==> src/common/cpuPkg.sv <==
package cpuPkg;

	localparam int INSTR_W = 16;
	localparam int DATA_W = 16;
	localparam int REG_COUNT = 16;
	localparam int REG_ADDR_W = $clog2(REG_COUNT);
	localparam int RAM_ADDR_W = 8;
	localparam int PC_W = 8;
	localparam int FLAG_W = 5;
	localparam int IMM_W = 8;

	// flag bit positions
	localparam int FLAG_C = 0; // carry or borrow
	localparam int FLAG_L = 1; // unsigned below
	localparam int FLAG_F = 2; // signed overflow
	localparam int FLAG_Z = 3;
	localparam int FLAG_N = 4; // signed below

	localparam logic [3:0] EXT_LOAD = 4'h0;
	localparam logic [3:0] EXT_STOR = 4'h4;

	typedef enum logic [3:0] {
		sFetch,
		sDecode,
		sReadReg,
		sExecReg,
		sExecImm,
		sMemAddr,
		sLoadRead,
		sLoadWrite,
		sStore,
		sDone
	} cpuState_e;

	typedef enum logic [3:0] {
		ADD  = 4'd0,
		SUB  = 4'd1,
		CMP  = 4'd2,
		AND  = 4'd3,
		OR   = 4'd4,
		XOR  = 4'd5,
		NOT  = 4'd6,
		LSH  = 4'd7,
		RSH  = 4'd8,
		ARSH = 4'd9,
		MUL  = 4'd10
	} aluOp_e;

	// codes 8, 12, 13 and 15 are left unnamed and decode as NOP
	typedef enum logic [3:0] {
		REGOP = 4'd0,
		ANDI  = 4'd1,
		ORI   = 4'd2,
		XORI  = 4'd3,
		MEMOP = 4'd4,
		ADDI  = 4'd5,
		ADDUI = 4'd6,
		ADDCI = 4'd7,
		SUBI  = 4'd9,
		SUBCI = 4'd10,
		CMPI  = 4'd11,
		MULI  = 4'd14
	} majorOp_e;

	typedef struct packed {
		logic pcEn;
		logic regWrite;
		logic ramWrite;
		logic flagWrite;
		logic immSel; // immediate as second operand
		logic signedImm;
		logic ramAddrSel; // latch memory address
		logic loadSel; // memory data to writeback
		aluOp_e aluOp;
		logic [REG_ADDR_W-1:0] rdest;
		logic [REG_ADDR_W-1:0] rsrc;
		logic [IMM_W-1:0] imm;
	} ctrl_t;

	typedef struct packed {
		logic en;
		logic [REG_ADDR_W-1:0] addr;
		logic [DATA_W-1:0] data;
	} wb_t;

	typedef struct packed {
		logic en;
		logic [RAM_ADDR_W-1:0] addr;
		logic [DATA_W-1:0] data;
	} store_t;

endpackage

==> src/logic/alu.sv <==
`timescale 1ns/1ps

module alu (
	input cpuPkg::aluOp_e aluOp,
	input logic [cpuPkg::DATA_W-1:0] a,
	input logic [cpuPkg::DATA_W-1:0] b,
	output logic [cpuPkg::DATA_W-1:0] result,
	output logic [cpuPkg::FLAG_W-1:0] flagsOut
);

	logic [cpuPkg::DATA_W:0] sum;
	logic [cpuPkg::DATA_W:0] diff;
	logic [cpuPkg::DATA_W-1:0] prod;
	logic [3:0] shamt;
	logic isAdd;
	logic isSub;

	assign sum = {1'b0, a} + {1'b0, b};
	assign diff = {1'b0, a} - {1'b0, b}; // msb is the borrow
	assign prod = a * b; // low half only
	assign shamt = b[3:0];
	assign isAdd = (aluOp == cpuPkg::ADD);
	assign isSub = (aluOp == cpuPkg::SUB) || (aluOp == cpuPkg::CMP);

	always_comb begin
		case (aluOp)
			cpuPkg::ADD: result = sum[cpuPkg::DATA_W-1:0];
			cpuPkg::SUB, cpuPkg::CMP: result = diff[cpuPkg::DATA_W-1:0];
			cpuPkg::AND: result = a & b;
			cpuPkg::OR: result = a | b;
			cpuPkg::XOR: result = a ^ b;
			cpuPkg::NOT: result = ~a;
			cpuPkg::LSH: result = a << shamt;
			cpuPkg::RSH: result = a >> shamt;
			cpuPkg::ARSH: result = $signed(a) >>> shamt;
			cpuPkg::MUL: result = prod;
			default: result = '0;
		endcase
	end

	always_comb begin
		flagsOut = '0;
		if (isAdd)
			flagsOut[cpuPkg::FLAG_C] = sum[cpuPkg::DATA_W];
		else if (isSub)
			flagsOut[cpuPkg::FLAG_C] = diff[cpuPkg::DATA_W];
		flagsOut[cpuPkg::FLAG_L] = (a < b);
		// sign of result disagrees with operands
		if (isAdd)
			flagsOut[cpuPkg::FLAG_F] = (a[cpuPkg::DATA_W-1] == b[cpuPkg::DATA_W-1]) &&
				(sum[cpuPkg::DATA_W-1] != a[cpuPkg::DATA_W-1]);
		else if (isSub)
			flagsOut[cpuPkg::FLAG_F] = (a[cpuPkg::DATA_W-1] != b[cpuPkg::DATA_W-1]) &&
				(diff[cpuPkg::DATA_W-1] != a[cpuPkg::DATA_W-1]);
		flagsOut[cpuPkg::FLAG_Z] = (result == '0); // a == b on cmp
		flagsOut[cpuPkg::FLAG_N] = ($signed(a) < $signed(b));
	end

endmodule

==> src/logic/regFile.sv <==
`timescale 1ns/1ps

module regFile (
	input logic Clk,
	input logic rst,
	input cpuPkg::wb_t wb,
	input logic [cpuPkg::REG_ADDR_W-1:0] rsrc,
	input logic [cpuPkg::REG_ADDR_W-1:0] rdest,
	output logic [cpuPkg::DATA_W-1:0] srcData,
	output logic [cpuPkg::DATA_W-1:0] destData
);

	logic [cpuPkg::DATA_W-1:0] regs [cpuPkg::REG_COUNT];

	always_ff @(posedge Clk) begin
		if (rst) begin
			for (int i = 0; i < cpuPkg::REG_COUNT; i++)
				regs[i] <= '0;
		end else if (wb.en) begin
			regs[wb.addr] <= wb.data;
		end
	end

	assign srcData = regs[rsrc];
	assign destData = regs[rdest]; // first operand and store data

endmodule

==> src/logic/datapath.sv <==
`timescale 1ns/1ps

module datapath (
	input logic Clk,
	input logic rst,
	input cpuPkg::ctrl_t ctrl,
	input logic [cpuPkg::DATA_W-1:0] ramData,
	output logic [cpuPkg::PC_W-1:0] pc,
	output logic [cpuPkg::FLAG_W-1:0] flags,
	output cpuPkg::wb_t wb,
	output cpuPkg::store_t store
);

	logic [cpuPkg::DATA_W-1:0] srcData;
	logic [cpuPkg::DATA_W-1:0] destData;
	logic [cpuPkg::DATA_W-1:0] immExt;
	logic [cpuPkg::DATA_W-1:0] aluB;
	logic [cpuPkg::DATA_W-1:0] aluResult;
	logic [cpuPkg::FLAG_W-1:0] aluFlags;
	logic [cpuPkg::RAM_ADDR_W-1:0] memAddr;
	logic [cpuPkg::DATA_W-1:0] memData;

	always_ff @(posedge Clk) begin
		if (rst) begin
			pc <= '0;
			flags <= '0;
		end else begin
			if (ctrl.pcEn)
				pc <= pc + cpuPkg::PC_W'(1);
			if (ctrl.flagWrite)
				flags <= aluFlags;
		end
	end

	// address and read data held across the memory cycles
	always_ff @(posedge Clk) begin
		if (ctrl.ramAddrSel)
			memAddr <= srcData[cpuPkg::RAM_ADDR_W-1:0];
		if (ctrl.loadSel)
			memData <= ramData;
	end

	assign immExt = ctrl.signedImm ?
		{{(cpuPkg::DATA_W-cpuPkg::IMM_W){ctrl.imm[cpuPkg::IMM_W-1]}}, ctrl.imm} :
		{{(cpuPkg::DATA_W-cpuPkg::IMM_W){1'b0}}, ctrl.imm};
	assign aluB = ctrl.immSel ? immExt : srcData;

	regFile regFile_inst (
		.Clk(Clk),
		.rst(rst),
		.wb(wb),
		.rsrc(ctrl.rsrc),
		.rdest(ctrl.rdest),
		.srcData(srcData),
		.destData(destData)
	);

	alu alu_inst (
		.aluOp(ctrl.aluOp),
		.a(destData),
		.b(aluB),
		.result(aluResult),
		.flagsOut(aluFlags)
	);

	assign wb.en = ctrl.regWrite;
	assign wb.addr = ctrl.rdest;
	assign wb.data = ctrl.loadSel ? memData : aluResult;

	assign store.en = ctrl.ramWrite;
	assign store.addr = memAddr;
	assign store.data = destData; // stor writes rdest

endmodule

==> config.mk <==
export PLATFORM = sky130hd
export DESIGN_NAME = datapath
export DESIGN_NICKNAME = d
export VERILOG_FILES = /design/src/common/cpuPkg.sv /design/src/logic/alu.sv /design/src/logic/regFile.sv /design/src/logic/datapath.sv
export SDC_FILE = /design/constraint.sdc
export NUM_CORES = 1
export LEC_CHECK = 0
export CAP_MARGIN = 40
export CORE_MARGIN = 8
export CORE_UTILIZATION = 66
export DETAILED_ROUTE_END_ITERATION = 8
export DONT_BUFFER_PORTS = 1
export MAX_ROUTING_LAYER = met4
export PLACE_DENSITY_LB_ADDON = 0.3
export SLEW_MARGIN = 10
export SYNTH_ARGS = -nofsm -noshare
export SYNTH_HDL_FRONTEND = slang
export SYNTH_HIERARCHICAL = 1
export SYNTH_SLANG_ARGS = --single-unit
==> constraint.sdc <==
create_clock -name Clk -period 14 [get_ports Clk]
set_input_delay 2.8 -clock Clk [delete_from_list [all_inputs] [get_ports Clk]]
set_output_delay 2.8 -clock Clk [all_outputs]
set_load 0.02 [all_outputs]
-- Yosys cells after proc, flatten, opt, wreduce, memory -nomap -nowiden
Memory sizes are Yosys's and may differ from the RTL's.
Cells that the tools add are included.
- register bits: 37
- RAM bits: 256
- input bits: 46
- output and inout port bits: 59
- word-level logic and storage cells: 55
- memories kept: 1
- add/subtract/negate cells: 3
- multiply operators: 1
- magnitude comparators: 2
- eq/ne operators: 14
- shifts and indexed selects: 3
- multiplexer cells: 16
- bitwise logic cells: 4
- reductions and logical operators: 7
- memories (name ; words ; bits a word ; rd ports ; clocked after Yosys merged registers in ; write ports ; line ; text):
    regFile_inst.regs ; 16 ; 16 ; 2 ; 0 ; 16 ; regFile.sv:13 ; logic [cpuPkg::DATA_W-1:0] regs [cpuPkg::REG_COUNT];
- operator list (operator ; count):
    $pmux W16 S10 ; 1
    $mux W16 ; 4
    $lt A16 B16 Y1 ; 2
    $add A16 B16 Y17 ; 1
    $sub A16 B16 Y17 ; 1
    $and A16 B16 Y16 ; 1
    $eq A4 B3 Y1 const B ; 4
    $logic_not A16 Y1 ; 1
    $mul A16 B16 Y16 ; 1
    $not A16 Y16 ; 1
    $or A16 B16 Y16 ; 1
    $reduce_or A16 Y1 ; 1
    $shl A16 B4 Y16 ; 1
    $shr A16 B4 Y16 ; 1
    $sshr A16 B4 Y16 ; 1
    $xor A16 B16 Y16 ; 1
    $eq A4 B4 Y1 const B ; 3
    $mux W1 ; 10
    $add A8 B1 Y8 const B ; 1
    $eq A4 B2 Y1 const B ; 2
    $eq A4 B1 Y1 const B ; 1
    $logic_not A4 Y1 ; 1
    $mux W4 ; 1
    $ne A1 B1 Y1 ; 3
    4 further kinds ; 5

-- Depth between registers and ports, before layout
- depth after elaboration: 7
- depth in mapped cells: 33
- gate-level depth less buffers: 28

-- Hierarchy
The synthesis kept the hierarchy.
- by module, submodules not included (module ; times used ; cells an instance ; area each (um^2) ; sequential area each (um^2)):
    regFile ; 1 ; 859 ; 13414.1 ; 7687.4
    alu ; 1 ; 1086 ; 8082.8 ; 0.0
    datapath ; 1 ; 128 ; 1642.8 ; 980.9

-- Worst setup path after synthesis
OpenSTA, ideal clock, no wires.
- path kind: input -> output
- start: input port ctrl[8] in the netlist's numbering
- end: output port wb[15] in the netlist's numbering
- data arrival time: 10.144 ns
- required time: 11.200 ns
- path slack: 1.056 ns
- cell stages on the path: 30
- path buffers: 5
- cell sequence: buf_2 buf_2 mux4_2 a22oi_1 nand2_1 mux2_2 clkbuf_1 inv_2 clkbuf_1 buf_1 nor2_1 fa_1 inv_1 fa_1 inv_1 ha_1 fa_1 fa_1 inv_1 fa_1 inv_1 ha_1 o21ai_0 a21oi_1 o211a_1 a211oi_1 o21ai_0 xnor2_1 o221ai_1 mux2_2
- RTL lines (item ; line ; text):
    start: declaration ; datapath.sv:6 ; input cpuPkg::ctrl_t ctrl,
    end: declaration ; datapath.sv:10 ; output cpuPkg::wb_t wb,

==> results.cfg <==
[timing]
max_slew_margin_pct = 34.2
rsz0062_at_grt = false
period_share_pct = 96.3
fin_crit_ns = 13.49
slew_viol_final = 0
hold_viol_final = 0
fin_hold_ws_ns = 0.611
clock_skew_ns = 0.0314
fin_setup_tns_ns = 0
setup_slack_ns = 0.514
worst_slew_pin_slew_ns = 0.987
fmax_mhz = 74.2
setup-violations-final = 0

[yosys]
synth_top_cell_by_area = edfxtp_1
synth.area.top_cells = edfxtp_1 36%, mux4_2 14%, fa_1 7.0%
yosys_warnings = 6
synth_cells = 2073
async_flop_share_pct = 0
synth_edf_count = 280
yosysSeqAreaShare_pct = 37.5
ys_types = 95
synth_seq_cells = 293
avgSynthCellArea_um2 = 11.2
ys.flop_type = edfxtp_1
syn-num-nets = 2301
syn_area_mm2 = 0.0231
synth_top_area_share_pct = 36.3

[clock_tree]
post_cts_buffers = 0
cts_buffer_depth = 3
clk_latency_ns = 0.54
root_buffer = clkbuf_16
cts_sinks = 293
ctsHoldBuffers = 0
ctsResizeCount = 0
cts-buffers-inserted = 25
htreeDepth = 1
clk_pin_slew_ns = 0.07
cts_tree = done

[finish]
multiInputGateArea_mm2 = 0.0132
fillers = 2424
final_nets = 2233
seqCellArea_mm2 = 0.00867
fin_cells = 2482
drive_above_1_share_pct = 16.6
syn_to_final_growth_pct = 5.51

[hold_path]
min_delay_path_depth = 2
min_path_type = flop to flop
hold_path_end = pc[6]$_SDFFE_PP0P_
hold_start = pc[6]$_SDFFE_PP0P_

[pwr]
internal-power_mw = 1.89
power_density_mw_per_mm2 = 128
pwr-share-seq_pct = 32.9
power.leakage_nw = 9.60
p_sw_mw = 1.23
ir_drop_v = 0.000144
power_mw = 3.12
swShare_pct = 39.3
comb_power_share_pct = 43.5
power_frac_clock_pct = 23.6

[die]
pin_count = 105
dieArea_mm2 = 0.0413
die_x_um = 203
die_h_um = 203
initial_utilization_pct = 67.0
coreArea_mm2 = 0.0345
fp-row-count = 68

[setup_path]
startpoint_type = input pin
rr_endpoint = regFile_inst/regs[12][15]$_SDFFCE_PN0P_
ff2ff_path_depth = 26
cp.buffers_inverters = 5
crit_family = adder cells
slowest_stage = fa_1
slowest_delay_ns = 0.55
critPathCaptureType = primary output
worstPathRequired_ns = 11.20
r2r_start = regFile_inst/regs[1][2]$_SDFFCE_PN0P_
rrSetupSlack_ns = 5.26
cp_max_fo = 64
cp_common_cell = fa_1
worstSetupPathType = input pin to primary output
crit_arrival_ns = 10.69

[global_routing]
track_usage_pct = 39.4
grt_pass1_wl_um = 117000
grt_pass1_vias = 18000
grt_start_max_net_pins = 73
antenna_found_initial = 2
grt_overflow = 0

[drt]
postRouteAntennaNets = 0
viasPerCell = 7.18
dr.pass1.iters = 6
drc = 0
drt-initial-drc-count = 2417
routed_wl_um = 79300
wl_per_cell_um = 32.0
vias = 17800

[placed_design]
dp_hpwl_um = 55800
place_ws_ns = 0.877
placement.io_buffers = 0
place_congestion = 1.05
post-place-cells = 2433

[flow_run]
drv_cap = 0

[status]
status = finished, final reports clean
-- registers in the layout (all words and copies together), names as in the netlist --
register,count
memAddr,8
memData,16
flags,5
pc,8
regFile_inst/regs,256
-- metrics by stage --
| step | util [%] | area (um2) |
|---|---|---|
| finish | 70.7 | 24400 |
| global route | 70.7 | 24400 |
| CTS | 70.7 | 24400 |
| detailed placement | 68.1 | 23500 |
| global placement | 68.1 | 23500 |
| floorplan | - | 23100 |
-- how the worst max path moves through the flow --
stage	startpoint	to	slack, ns	depth (start not counted)
2_1_floorplan	ctrl[8]	wb[15]	1.06	30
3_3_place_gp	ctrl[8]	wb[15]	0.92	25
3_5_place_dp	ctrl[8]	wb[15]	0.88	25
4_1_cts	ctrl[8]	wb[15]	0.80	25
5_1_grt	ctrl[8]	wb[15]	0.06	25
6_report	ctrl[8]	wb[15]	0.51	25
-- power by group through the flow --
stage,sequential [mW],combinational [mW],clock [mW]
after floorplan,1.03,0.909,0
after global placement,1.04,1.29,0
after detailed placement,1.04,1.31,0
after CTS,1.03,1.32,0.740
after global routing,1.03,1.46,0.765
final,1.03,1.36,0.736
-- cell usage in the layout, fill, tap and decap left out, types with 19 or more instances in the layout --
cell type and count:
buf_4 59, nand2_1 149, mux2i_1 33, a21oi_1 46
mux2_2 28, fa_1 81, clkbuf_16 25, nor3_1 19
a22oi_1 69, or2_2 19, nand3_1 21, and2_1 247
mux4_2 139, edfxtp_1 280, ha_1 101, xnor2_1 33
nor2_1 152, inv_1 161, o21ai_0 39
-- cells by family after synthesis --
logic type / count (synthesis) / synth area share [%]
xor gates and xnor gates: 48 / 1.82
muxes: 203 / 16.5
buffers and inverters: 326 / 5.59
adders and majority gates: 182 / 12.5
DFF: 293 / 37.5
and+or+nand+nor: 721 / 16.8
AOI/OAI and AO/OA: 300 / 9.41
-- tightest hold or removal path, delay by kind of cell (launching register included) --
| family | cells | cell delay, ns |
|---|---|---|
| DFF | 1 | 0.40 |
| AOI/OAI and AO/OA | 2 | 0.17 |
-- synth_stat cells, drive strengths merged, types with 5 or more instances --
cell / count
a211o: 5
or2: 22
nor3: 23
ha: 101
nor2b: 11
and2: 263
a211oi: 14
o22ai: 10
inv: 164
nor2: 155
dfxtp: 13
edfxtp: 280
o221ai: 12
a31oi: 8
nand4: 7
a21o: 10
nand2b: 16
a221oi: 8
o211ai: 6
clkbuf: 109
mux4: 139
o21ai: 45
mux2: 31
o211a: 5
a22o: 5
nor4: 7
xor2: 15
a22oi: 69
xnor2: 33
o21bai: 5
nor3b: 7
a221o: 6
clkinv: 6
a21oi: 46
nand2: 149
or3: 8
o2111ai: 6
buf: 47
fa: 81
nand3: 22
a2111oi: 6
mux2i: 33
-- final cells by class --
| type | instances | share of cell area (%) |
|---|---|---|
| Multi-Input combinational cell | 1454 | 54.1 |
| Sequential cell | 293 | 35.5 |
| Clock buffer | 30 | 2.76 |
| Inverter | 170 | 2.61 |
| Tap cell | 455 | 2.33 |
| Timing Repair Buffer | 61 | 1.85 |
| Clock inverter | 16 | 0.825 |
| Antenna cell | 3 | 0.0307 |
-- layer usage --
metal,global-route usage (%),share of wire (%)
met4,26.0,8.7
met2,62.2,47
met5,-,0
met3,7.81,12
met1,45.7,32
(Power assumes the default switching activity.)
