[src/common/cpuPkg.sv]
package cpuPkg;

	localparam int INSTR_W = 16;
	localparam int DATA_W = 16;
	localparam int REG_COUNT = 16;
	localparam int REG_ADDR_W = $clog2(REG_COUNT);
	localparam int RAM_ADDR_W = 8;
	localparam int PC_W = 8;
	localparam int FLAG_W = 5;
	localparam int IMM_W = 8;

	// flag bit positions
	localparam int FLAG_C = 0; // carry or borrow
	localparam int FLAG_L = 1; // unsigned below
	localparam int FLAG_F = 2; // signed overflow
	localparam int FLAG_Z = 3;
	localparam int FLAG_N = 4; // signed below

	localparam logic [3:0] EXT_LOAD = 4'h0;
	localparam logic [3:0] EXT_STOR = 4'h4;

	typedef enum logic [3:0] {
		sFetch,
		sDecode,
		sReadReg,
		sExecReg,
		sExecImm,
		sMemAddr,
		sLoadRead,
		sLoadWrite,
		sStore,
		sDone
	} cpuState_e;

	typedef enum logic [3:0] {
		ADD  = 4'd0,
		SUB  = 4'd1,
		CMP  = 4'd2,
		AND  = 4'd3,
		OR   = 4'd4,
		XOR  = 4'd5,
		NOT  = 4'd6,
		LSH  = 4'd7,
		RSH  = 4'd8,
		ARSH = 4'd9,
		MUL  = 4'd10
	} aluOp_e;

	// codes 8, 12, 13 and 15 are left unnamed and decode as NOP
	typedef enum logic [3:0] {
		REGOP = 4'd0,
		ANDI  = 4'd1,
		ORI   = 4'd2,
		XORI  = 4'd3,
		MEMOP = 4'd4,
		ADDI  = 4'd5,
		ADDUI = 4'd6,
		ADDCI = 4'd7,
		SUBI  = 4'd9,
		SUBCI = 4'd10,
		CMPI  = 4'd11,
		MULI  = 4'd14
	} majorOp_e;

	typedef struct packed {
		logic pcEn;
		logic regWrite;
		logic ramWrite;
		logic flagWrite;
		logic immSel; // immediate as second operand
		logic signedImm;
		logic ramAddrSel; // latch memory address
		logic loadSel; // memory data to writeback
		aluOp_e aluOp;
		logic [REG_ADDR_W-1:0] rdest;
		logic [REG_ADDR_W-1:0] rsrc;
		logic [IMM_W-1:0] imm;
	} ctrl_t;

	typedef struct packed {
		logic en;
		logic [REG_ADDR_W-1:0] addr;
		logic [DATA_W-1:0] data;
	} wb_t;

	typedef struct packed {
		logic en;
		logic [RAM_ADDR_W-1:0] addr;
		logic [DATA_W-1:0] data;
	} store_t;

endpackage

[src/control/controlFsm.sv]
`timescale 1ns/1ps

module controlFsm (
	input logic Clk,
	input logic rst,
	input logic [cpuPkg::INSTR_W-1:0] instr,
	output cpuPkg::ctrl_t ctrl
);

	cpuPkg::cpuState_e state;
	cpuPkg::cpuState_e nextState;
	logic [cpuPkg::INSTR_W-1:0] ir;
	cpuPkg::majorOp_e major;
	logic [3:0] ext;

	// register group extended codes reuse the major encoding
	function automatic cpuPkg::aluOp_e opFor(input logic [3:0] code);
		case (cpuPkg::majorOp_e'(code))
			cpuPkg::ADDI, cpuPkg::ADDUI, cpuPkg::ADDCI: return cpuPkg::ADD;
			cpuPkg::SUBI, cpuPkg::SUBCI: return cpuPkg::SUB;
			cpuPkg::CMPI: return cpuPkg::CMP;
			cpuPkg::ANDI: return cpuPkg::AND;
			cpuPkg::ORI: return cpuPkg::OR;
			cpuPkg::XORI: return cpuPkg::XOR;
			cpuPkg::MULI: return cpuPkg::MUL;
			default: return cpuPkg::LSH;
		endcase
	endfunction

	function automatic logic isNopExt(input logic [3:0] code);
		return code inside {4'd0, 4'd4, 4'd8, 4'd12, 4'd13, 4'd15};
	endfunction

	function automatic logic isImmOp(input cpuPkg::majorOp_e op);
		return op inside {cpuPkg::ANDI, cpuPkg::ORI, cpuPkg::XORI, cpuPkg::ADDI,
			cpuPkg::ADDUI, cpuPkg::ADDCI, cpuPkg::SUBI, cpuPkg::SUBCI,
			cpuPkg::CMPI, cpuPkg::MULI};
	endfunction

	assign major = cpuPkg::majorOp_e'(ir[15:12]);
	assign ext = ir[7:4];

	always_ff @(posedge Clk) begin
		if (rst)
			state <= cpuPkg::sFetch;
		else
			state <= nextState;
	end

	always_ff @(posedge Clk) begin
		if (state == cpuPkg::sFetch)
			ir <= instr;
	end

	always_comb begin
		nextState = cpuPkg::sFetch;
		case (state)
			cpuPkg::sFetch: nextState = cpuPkg::sDecode;
			cpuPkg::sDecode: begin
				if (major == cpuPkg::REGOP)
					nextState = isNopExt(ext) ? cpuPkg::sFetch : cpuPkg::sReadReg;
				else if (isImmOp(major))
					nextState = cpuPkg::sExecImm;
				else if (major == cpuPkg::MEMOP &&
						(ext == cpuPkg::EXT_LOAD || ext == cpuPkg::EXT_STOR))
					nextState = cpuPkg::sMemAddr;
			end
			cpuPkg::sReadReg: nextState = cpuPkg::sExecReg;
			cpuPkg::sMemAddr: begin
				if (ext == cpuPkg::EXT_LOAD)
					nextState = cpuPkg::sLoadRead;
				else
					nextState = cpuPkg::sStore;
			end
			cpuPkg::sLoadRead: nextState = cpuPkg::sLoadWrite;
			cpuPkg::sStore: nextState = cpuPkg::sDone;
			default: nextState = cpuPkg::sFetch; // exec, writeback, done
		endcase
	end

	always_comb begin
		ctrl = '0;
		ctrl.aluOp = cpuPkg::ADD;
		ctrl.rdest = ir[11:8];
		ctrl.rsrc = ir[3:0];
		ctrl.imm = ir[7:0];
		case (state)
			cpuPkg::sFetch: ctrl.pcEn = 1'b1;
			cpuPkg::sReadReg: ctrl.aluOp = opFor(ext);
			cpuPkg::sExecReg: begin
				ctrl.aluOp = opFor(ext);
				ctrl.flagWrite = 1'b1;
				ctrl.regWrite = (opFor(ext) != cpuPkg::CMP); // cmp only sets flags
			end
			cpuPkg::sExecImm: begin
				ctrl.aluOp = opFor(ir[15:12]);
				ctrl.immSel = 1'b1;
				ctrl.signedImm = (major != cpuPkg::ADDUI);
				ctrl.flagWrite = 1'b1;
				ctrl.regWrite = (major != cpuPkg::CMPI);
			end
			cpuPkg::sMemAddr: ctrl.ramAddrSel = 1'b1;
			cpuPkg::sLoadRead: ctrl.loadSel = 1'b1;
			cpuPkg::sLoadWrite: begin
				ctrl.loadSel = 1'b1;
				ctrl.regWrite = 1'b1;
			end
			cpuPkg::sStore: ctrl.ramWrite = 1'b1;
			default: ctrl.pcEn = 1'b0; // decode and done drive no strobes
		endcase
	end

endmodule

[config.mk]
export PLATFORM = sky130hd
export DESIGN_NAME = controlFsm
export DESIGN_NICKNAME = d
export VERILOG_FILES = /design/src/common/cpuPkg.sv /design/src/control/controlFsm.sv
export SDC_FILE = /design/constraint.sdc
export NUM_CORES = 1
export LEC_CHECK = 0
export BUFFER_PORTS_ARGS = -buffer_cell sky130_fd_sc_hd__buf_2
export CORE_MARGIN = 3
export CORE_UTILIZATION = 45
export CTS_CLUSTER_DIAMETER = 30
export CTS_CLUSTER_SIZE = 12
export DETAILED_ROUTE_END_ITERATION = 16
export HOLD_SLACK_MARGIN = 0.1
export PLACE_DENSITY = 0.75
export SLEW_MARGIN = 40
export SYNTH_ARGS = -nofsm -noshare
export SYNTH_HDL_FRONTEND = slang
export SYNTH_SLANG_ARGS = --single-unit
[constraint.sdc]
create_clock -name Clk -period 4.15 [get_ports Clk]
set_input_delay 0.415 -clock Clk [delete_from_list [all_inputs] [get_ports Clk]]
set_output_delay 0.415 -clock Clk [all_outputs]
set_load 0.02 [all_outputs]
# --- Word-level counts from Yosys, hierarchy flattened ---
# Memory sizes are Yosys's and may differ from the RTL's. A register that Yosys moved wholly into a read port is not among the register bits.
# Cells that the tools add are included.
# W data, S select, Z words.
totals:
  regBits: 20
  mem_bits_ro: 256
  in_bits: 18
  output_inout_bits: 28
  elab_cells: 61
  memories: 4
classes:
  n_eq_ne: 27
  mux: 19
  n_reduce_logical: 9
mem_list:
  columns: ["memory", "words", "word_bits", "read_ports", "rd_clocked_by_memory_dff", "wr", "line_no", "source"]
  rows:
  - ["(name not given)", 16, 4, 1, 1, 0, "controlFsm.sv:18", "case (cpuPkg::majorOp_e'(code))"]
  - ["(name not given)", 16, 4, 1, 1, 0, "controlFsm.sv:18", null]
  - ["(name not given)", 16, 4, 1, 1, 0, "controlFsm.sv:18", null]
  - ["(name not given)", 16, 4, 1, 1, 0, "controlFsm.sv:18", null]
ops:
  columns: ["operator", "n"]
  rows:
  - ["$eq A4 B3 Y1 const B", 9]
  - ["$eq A4 B4 Y1 const B", 9]
  - ["$mux W4", 6]
  - ["$pmux W4 S6", 1]
  - ["$eq A4 B2 Y1 const B", 4]
  - ["$logic_not A4 Y1", 3]
  - ["$pmux W4 S3", 1]
  - ["$reduce_bool A10 Y1", 1]
  - ["$mux W3", 3]
  - ["$eq A4 B1 Y1 const B", 2]
  - ["$reduce_bool A6 Y1", 1]
  - ["$mux W1", 5]
  - ["$mux W2", 2]
  - ["$ne A4 B2 Y1 const B", 1]
  - ["$ne A4 B3 Y1 const B", 1]
  - ["$ne A4 B4 Y1 const B", 1]
  - ["$reduce_or A2 Y1", 2]
  - ["$pmux W1 S3", 1]
  - ["$logic_and A1 B1 Y1", 1]
  - ["$logic_or A1 B1 Y1", 1]

# --- Logic depth before layout (Yosys ltp) ---
# Gate-level depths: netlist of run 1.
depth:
  word_depth: 7
  depth_mapped: 9
  depth_no_buf: 8

# --- Least setup slack after synthesis of run 1 ---
# OpenSTA, ideal clock, no wires.
synth_timing:
  path_type: "register -> register"
  startpoint: "register state[2]"
  endpoint: "register with a tool-made name"
  setup_time_ps: 74
  t_arrival_ps: 1999
  t_required_ps: 4076
  slack_ps: 2077
  stages_incl_launch_ff: 10
  path_buffers: 2
  period_less_slack_ps: 2073
  cell_sequence: "dfxtp_1 buf_6 nor4_4 buf_6 mux2i_1 inv_1 ha_1 a211oi_1 nor4_1 a31oi_1"
synth_rtl:
  columns: ["element", "line_no", "source"]
  rows:
  - ["from (decl)", "controlFsm.sv:10", "cpuPkg::cpuState_e state;"]
  - ["from (signal assigned)", "controlFsm.sv:45", "state <= cpuPkg::sFetch;"]
  - ["from (signal assigned)", "controlFsm.sv:47", "state <= nextState;"]

==> results of run 1 <==
## worst paths after layout
kind,end,slack (ps)
setup / recovery,flip-flop,1660
hold / removal,ir[3]$_DFFE_PP_,310
setup reg to reg,flip-flop,1660
hold reg to reg,state[2]$_SDFF_PP0_,710
## layout by cell type (no fill, tap or decap), drive strengths merged
cell type / count
a211o: 1
a211oi: 3
a21oi: 6
a22o: 1
a31oi: 6
a32oi: 5
and2: 1
and3: 1
and3b: 1
buf: 46
bufinv: 1
clkbuf: 3
dfxtp: 12
edfxtp: 16
ha: 6
inv: 7
mux2: 4
mux2i: 8
nand2: 8
nand2b: 4
nand3: 2
nand3b: 2
nand4b: 1
nor2: 27
nor2b: 1
nor3: 6
nor3b: 3
nor4: 5
nor4bb: 1
o211ai: 2
o21ai: 7
o21bai: 1
o221ai: 1
o311ai: 1
o32ai: 1
or4: 1
## power breakdown
part	switching, W	internal [W]
Combinational	0.000126	0.0000828
Clock	0.0000822	0.000129
Sequential	0.0000379	0.000340
## cell families (layout without fill, tap and decap cells)
logic type | Yosys count | in the layout | share of synthesized area [%]
and+or+nand+nor | 64 | 64 | 19.6
adders and majority gates | 6 | 6 | 4.40
buffers and inverters | 33 | 57 | 12.2
AOI/OAI and AO/OA | 35 | 35 | 14.1
DFF | 28 | 28 | 42.2
muxes | 12 | 12 | 7.55
## layer usage
| layer | global-route usage [%] | vias to the layer above | wire length [µm] |
|---|---|---|---|
| met4 | 3.80 | 0 | 11 |
| met3 | 2.00 | 2 | 148 |
| li1 | - | 680 | - |
| met1 | 22.0 | 616 | 1620 |
| met2 | 24.2 | 28 | 1550 |
| met5 | 0 | - | 0 |
## stage by stage
step | instance area, µm² | instances | worst slack [ps] | hold WS (ps)
finish | 1890 | 248 | 1660 | 308
global route | 1890 | 248 | 1480 | 296
CTS | 1890 | 248 | 1680 | 304
detailed placement | 1820 | 244 | 1720 | 594
global placement | 1820 | 244 | 1780 | 592
floorplan | 1710 | 178 | 2080 | 487
## final cells by class
class	count	area (µm²)
clock inverters	1	30.0
well taps	46	57.6
repair buffers	46	233
inverters	7	26.3
flip-flops and latches	28	721
clock buffers	3	41.3
multi-input cells	117	778
fillers	316	1610
==> qor.txt, run 1 <==
Post-Syn Area = 0.00171 mm²
worst hold path depth = 1
CTS Buf Count = 3
1st-iter DRT viols = 95
Max FO, Critical Path = 40
Peak VDD IR = 0.153 mV
Post-synth top cells = nor2_1 (27), buf_4 (16), edfxtp_1 (16)
post-synthesis instance total = 178
critical path arrival = 2690 ps
diode count = 0
layout net count = 227
RR Startpoint = state[2]$_SDFF_PP0_
slowest stage delay, CP = 480 ps
worst-path cell chain = nor4_4, buf_4, mux2i_1, ha_1, nand2_1, o311ai_0, o21ai_0, a32oi_1
largest net degree at the start of global routing = 41
Via density = 5.35
Min-Delay Startpoint = instr[3]
top_reg_cell synth = edfxtp_1
Final Slew Violations = 0
# port buffers = 45
fmax = 401 MHz
antenna violations before repair = 0
Core Region = 0.00349 mm²
Reg2Reg Depth = 8
CP Launch Type = flip-flop
Worst Setup SP = state[2]$_SDFF_PP0_
P per Cell Area = 423 mW/mm²
fin crit period = 2490 ps
Resize count post-CTS = 0
Synth async-reset ratio = 0%
drt wl/cell = 13.4 µm
Post-Route WL = 3330 µm
fraction of layout cells with a size suffix above 1 = 27.7%
Crit path required time = 4350 ps
register area share after synthesis = 42.2%
status = finished clean
Clock transition at path regs = 100 ps
Worst path depth = 8
DRC errors left = 0
drt pass-1 iters = 4
clock buffer depth = 2
GRT Resource Usage Total = 15.3%
grt ovf = 0
yosys warns = 0
row cnt = 21
synthesis-to-layout area growth = 10.6%
Pleak = 0.827 nW
Clock Skew = 9.73 ps
vias in the first global route = 1137
unrepaired setup endpoints after global routing = no
Hold Fails Final Rpt = 0
top cells by area, synth = edfxtp_1 (28%), dfxtp_1 (14%), buf_4 (7.0%)
top-count cell post-synth = nor2_1
Fin Setup TNS = 0 ps
IO Pins = 46
crit end category = flip-flop
cts hold-fix bufs = 0
Critical Setup Path Class = flip-flop to flip-flop
HP Class = input pin to flip-flop
Final Setup Violations = 0
Die Span X = 67.6 µm
Post-synth EDFFs = 16
Top delay family on crit path = flip-flops
clock root buffer master = clkbuf_8
Die Y = 67.6 µm
Synth cell types = 40
crit share post-route = 60.1%
Pwr Total = 0.000798 W
initial core utilization = 48.8%
post-route core utilization = 54.0%
nets in the synthesized netlist = 202
die area = 0.00457 mm²
cell type with the largest total area after synthesis = edfxtp_1
worst slew pin tran = 526 ps
first-pass GRT wire length = 5450 µm
Vias = 1326
max_cap viols = 0
GP Congestion = 0.841
critical path's slowest cell = dfxtp_1
CP bufs+invs = 1
ANT nets after route = 0
CTS H-tree lvls = 1
share of the synthesized area in the top cell type = 28.2%
Post-CTS Setup Bufs = 0
DP HPWL = 2480 µm
Max transition margin = 64.9%
TritonCTS clock tree = done
CTS sink count = 28
syn avg cell area = 9.59 µm²
#FFs+latches synth = 28
Skew-Pair Late Insertion Delay = 270 ps
Power figures use the tool's default switching activity.
==> inputs of run 2 (changes only) <==
- clock period: 4.15 -> 2.6 ns (I/O delays scaled with it)
==> qor.txt, run 2 (synthesized netlist as in run 1, its figures left out) <==
Fin Setup TNS = 0 ps
layout net count = 229
worst hold path depth = 2
HP Class = input pin to flip-flop
Clock Skew = 1.75 ps
Hold WS = 161 ps
status = finished clean
worst hold endpoint = state[0]$_SDFF_PP0_
Max transition margin = 73.0%
grt ovf = 0
CTS Buf Count = 3
Min-Delay Startpoint = rst
initial core utilization = 48.8%
# port buffers = 45
Critical Setup Path Class = flip-flop to flip-flop
flop2flop setup slack = 440 ps
CTS H-tree lvls = 1
Reg2Reg Depth = 8
first-pass GRT wire length = 5490 µm
multi-input logic area = 778 µm²
largest net degree at the start of global routing = 41
1st-iter DRT viols = 125
RR Startpoint = state[1]$_SDFF_PP0_
Final Slew Violations = 0
Final Setup Violations = 0
Vias = 1338
crit end category = flip-flop
DP HPWL = 2480 µm
Resize count post-CTS = 0
Core Region = 0.00349 mm²
max_cap viols = 0
GP Congestion = 0.836
most common cell after layout, fill and taps aside = buf_2
placed instance count = 246
worst slew pin tran = 394 ps
Die Y = 67.6 µm
Skew-Pair Late Insertion Delay = 270 ps
P per Cell Area = 669 mW/mm²
diode count = 0
fin crit period = 2160 ps
Final Worst Setup Slack = 440 ps
fmax = 463 MHz
vias in the first global route = 1169
Via density = 5.35
drt wl/cell = 13.4 µm
die area = 0.00457 mm²
Post-CTS Setup Bufs = 0
commonest cells after routing, fill and taps aside = buf_2 (45), nor2_1 (27), edfxtp_1 (16)
GRT Resource Usage Total = 15.7%
TritonCTS clock tree = done
clock root buffer master = clkbuf_8
ANT nets after route = 0
Die Span X = 67.6 µm
critical path arrival = 2350 ps
Post-Route WL = 3350 µm
Pleak = 0.843 nW
FILL cells = 327
FF+latch area = 721 µm²
Crit path required time = 2790 ps
DRC errors left = 0
drt pass-1 iters = 4
antenna violations before repair = 0
clock buffer depth = 2
fraction of layout cells with a size suffix above 1 = 28.4%
unrepaired setup endpoints after global routing = no
Hold Fails Final Rpt = 0
worst slack at placement = 435 ps
cts hold-fix bufs = 0
synthesis-to-layout area growth = 12.2%
Clock transition at path regs = 90 ps
CTS sink count = 28
Peak VDD IR = 0.332 mV
row cnt = 21
IO Pins = 46
final std cells w/o fill = 250
CP Launch Type = flip-flop
Max FO, Critical Path = 40
crit share post-route = 83.1%
-- run 2: cell types whose count changed in the layout (fill, tap and decap cells not counted), sizes merged --
cell / before / now
buf: 46 / 48
-- run 2: layout make-up --
type	instances	share of cell area, %
clock buffer	3	2.16
multi-input combinational	117	40.7
tap	46	3.01
clock inverter	1	1.57
timing repair buffer	48	13.6
inverter	7	1.37
sequential	28	37.6
-- run 2: power by group --
group / internal (W) / switching [W]
clock network: 0.000206 / 0.000126
logic: 0.000141 / 0.000207
registers: 0.000543 / 0.0000578
total: 0.000889 / 0.000391
-- run 2: worst max path at each step --
| stage | from | to | slack, ps | cells after the start |
|---|---|---|---|---|
| after CTS | state[1]$_SDFF_PP0_ | flip-flop | 410 | 8 |
| after global routing | state[1]$_SDFF_PP0_ | flip-flop | 120 | 8 |
| final | state[1]$_SDFF_PP0_ | flip-flop | 440 | 8 |
| after detailed placement | state[1]$_SDFF_PP0_ | flip-flop | 430 | 8 |
| after floorplan | state[2]$_SDFF_PP0_ | flip-flop | 530 | 9 |
| after global placement | state[1]$_SDFF_PP0_ | flip-flop | 520 | 8 |
-- run 2: critical path, cell delays in order (launching register included) --
cell	delay [ps]
dfxtp_1	430
nor4_4	310
buf_12	250
mux2i_1	420
ha_1	240
nand2_1	50
o311ai_0	70
o21ai_0	130
a32oi_1	180
-- run 2: metrics by stage --
stage / instance area, µm² / util, % / total power, W
global route: 1910 / 54.8 / 0.00136
detailed placement: 1840 / 52.7 / 0.000960
finish: 1910 / 54.8 / 0.00128
CTS: 1910 / 54.8 / 0.00129
global placement: 1840 / 52.7 / 0.000953
floorplan: 1710 / - / 0.000891
-- run 2: per-layer routing --
metal | track usage [%] | vias to the layer above | wire [µm]
li1 | - | 683 | -
met1 | 22.0 | 629 | 1630
met2 | 24.8 | 24 | 1560
met3 | 2.83 | 2 | 143
met4 | 4.05 | 0 | 18
met5 | 0 | - | 0
==> inputs of run 3 (changes only) <==
- PLACE_DENSITY: 0.75 -> 0.78
- clock period: 2.6 -> 1.9 ns (I/O delays scaled with it)
==> qor.txt, run 3 (synthesized netlist as in run 1, its figures left out) <==
Max transition margin = 72.8%
Skew-Pair Late Insertion Delay = 270 ps
antenna violations before repair = 0
diode count = 0
grt ovf = 0
IO Pins = 46
Final Slew Violations = 0
Hold Fails Final Rpt = 0
layout net count = 254
DRC errors left = 0
first-pass GRT wire length = 6300 µm
Final Worst Setup Slack = -43.8 ps
worst slew pin tran = 404 ps
status = complete, but fails checks
1st-iter DRT viols = 64
Reg2Reg Depth = 8
failing checks = setup timing
TritonCTS clock tree = done
DP HPWL = 2820 µm
Vias = 1448
RR Startpoint = state[0]$_SDFF_PP0_
commonest cells after routing, fill and taps aside = buf_2 (45), nor2_1 (27), buf_4 (17)
Fin Setup TNS = -43.8 ps
Die Y = 67.6 µm
worst hold path depth = 1
Die Span X = 67.6 µm
crit end category = flip-flop
Min-Delay Startpoint = instr[12]
Peak VDD IR = 0.471 mV
# port buffers = 45
drt pass-1 iters = 4
critical path arrival = 2090 ps
CP Launch Type = flip-flop
Max FO, Critical Path = 7
Hold WS = 140 ps
Core Region = 0.00349 mm²
CTS H-tree lvls = 1
fin crit period = 1940 ps
row cnt = 21
worst hold endpoint = ir[12]$_DFFE_PP_
vias in the first global route = 1367
Switch Pwr = 0.000585 W
CTS Buf Count = 3
GP Congestion = 0.807
crit share post-route = 102%
Clock Skew = 4.37 ps
Clock power frac = 24.4%
flop2flop setup slack = -40 ps
ANT nets after route = 0
CTS sink count = 28
initial core utilization = 48.8%
HP Class = input pin to flip-flop
Pleak = 0.962 nW
P per Cell Area = 874 mW/mm²
max_cap viols = 0
Reg power frac = 43.0%
Switching Fraction = 30.9%
Critical Setup Path Class = flip-flop to flip-flop
fmax = 514 MHz
drt wl/cell = 14.3 µm
fraction of layout cells with a size suffix above 1 = 34.5%
clock root buffer master = clkbuf_8
internal power = 0.00131 W
most common cell after layout, fill and taps aside = buf_2
worst slack at placement = 39.5 ps
Crit path required time = 2050 ps
Logic pwr share = 32.7%
largest net degree at the start of global routing = 17
unrepaired setup endpoints after global routing = yes
Final Setup Violations = 1
Post-Route WL = 3940 µm
clock buffer depth = 2
die area = 0.00457 mm²
synthesis-to-layout area growth = 26.8%
Clock transition at path regs = 90 ps
Via density = 5.27
GRT Resource Usage Total = 18.1%
run 3: cell types whose count changed in the layout (fill, tap and decap cells not counted), sizes merged:
cell / change
dlygate4sd3: +9
buf: +16
run 3: power groups by stage:
stage | logic (W) | registers [W] | clock network (W)
finish | 0.000617 | 0.000813 | 0.000461
global route | 0.000669 | 0.000825 | 0.000489
CTS | 0.000565 | 0.000811 | 0.000465
detailed placement | 0.000549 | 0.000825 | 0
global placement | 0.000536 | 0.000821 | 0
floorplan | 0.000450 | 0.000794 | 0
run 3: cell type report:
cell class / instances / area [µm²]
Sequential cell: 28 / 722
Multi-Input combinational cell: 117 / 812
Inverter: 7 / 26.3
Timing Repair Buffer: 73 / 474
Clock buffer: 3 / 41.3
Tap cell: 46 / 57.6
Clock inverter: 1 / 30.0
Fill cell: 290 / 1330
run 3: worst max-delay path by stage:
stage	start	end	slack (ps)	depth (start not counted)
floorplan	state[0]$_SDFF_PP0_	flip-flop	-90	8
global placement	state[0]$_SDFF_PP0_	flip-flop	100	9
detailed placement	state[0]$_SDFF_PP0_	flip-flop	40	7
CTS	state[0]$_SDFF_PP0_	flip-flop	5	9
global route	state[0]$_SDFF_PP0_	flip-flop	-170	8
finish	state[0]$_SDFF_PP0_	flip-flop	-40	8
run 3: through the flow:
stage | cells | instance area [µm²] | total power (W) | utilization [%]
after global placement | 257 | 1940 | 0.00136 | 55.6
after global routing | 275 | 2160 | 0.00198 | 61.9
after detailed placement | 257 | 1940 | 0.00137 | 55.6
final | 275 | 2160 | 0.00189 | 61.9
after floorplan | 178 | 1740 | 0.00124 | -
after CTS | 269 | 2090 | 0.00184 | 59.9
run 3: what timing repair did:
item                       4_1_cts  5_1_grt
hold endpoints to repair         8        1
setup endpoints to repair        0        4
buffers inserted                 0        5
hold buffers                     8        1
gates resized for setup          0        4
run 3: worst max-delay path, stage by stage, from the launching register on:
cell     delay [ps]
dfxtp_2         350
nor4_4          280
buf_6           190
mux2_4          330
inv_1            80
ha_1            170
nor2_1           60
nor4_1          290
a31oi_1          80
run 3: routing by layer:
metal  global-route usage (%)  up-vias  wire length, µm
met1                     22.9      675             1800
met5                        0        -                0
met2                     31.2       34             1940
li1                         -      735                -
met4                     6.33        0               47
met3                     2.50        4              150
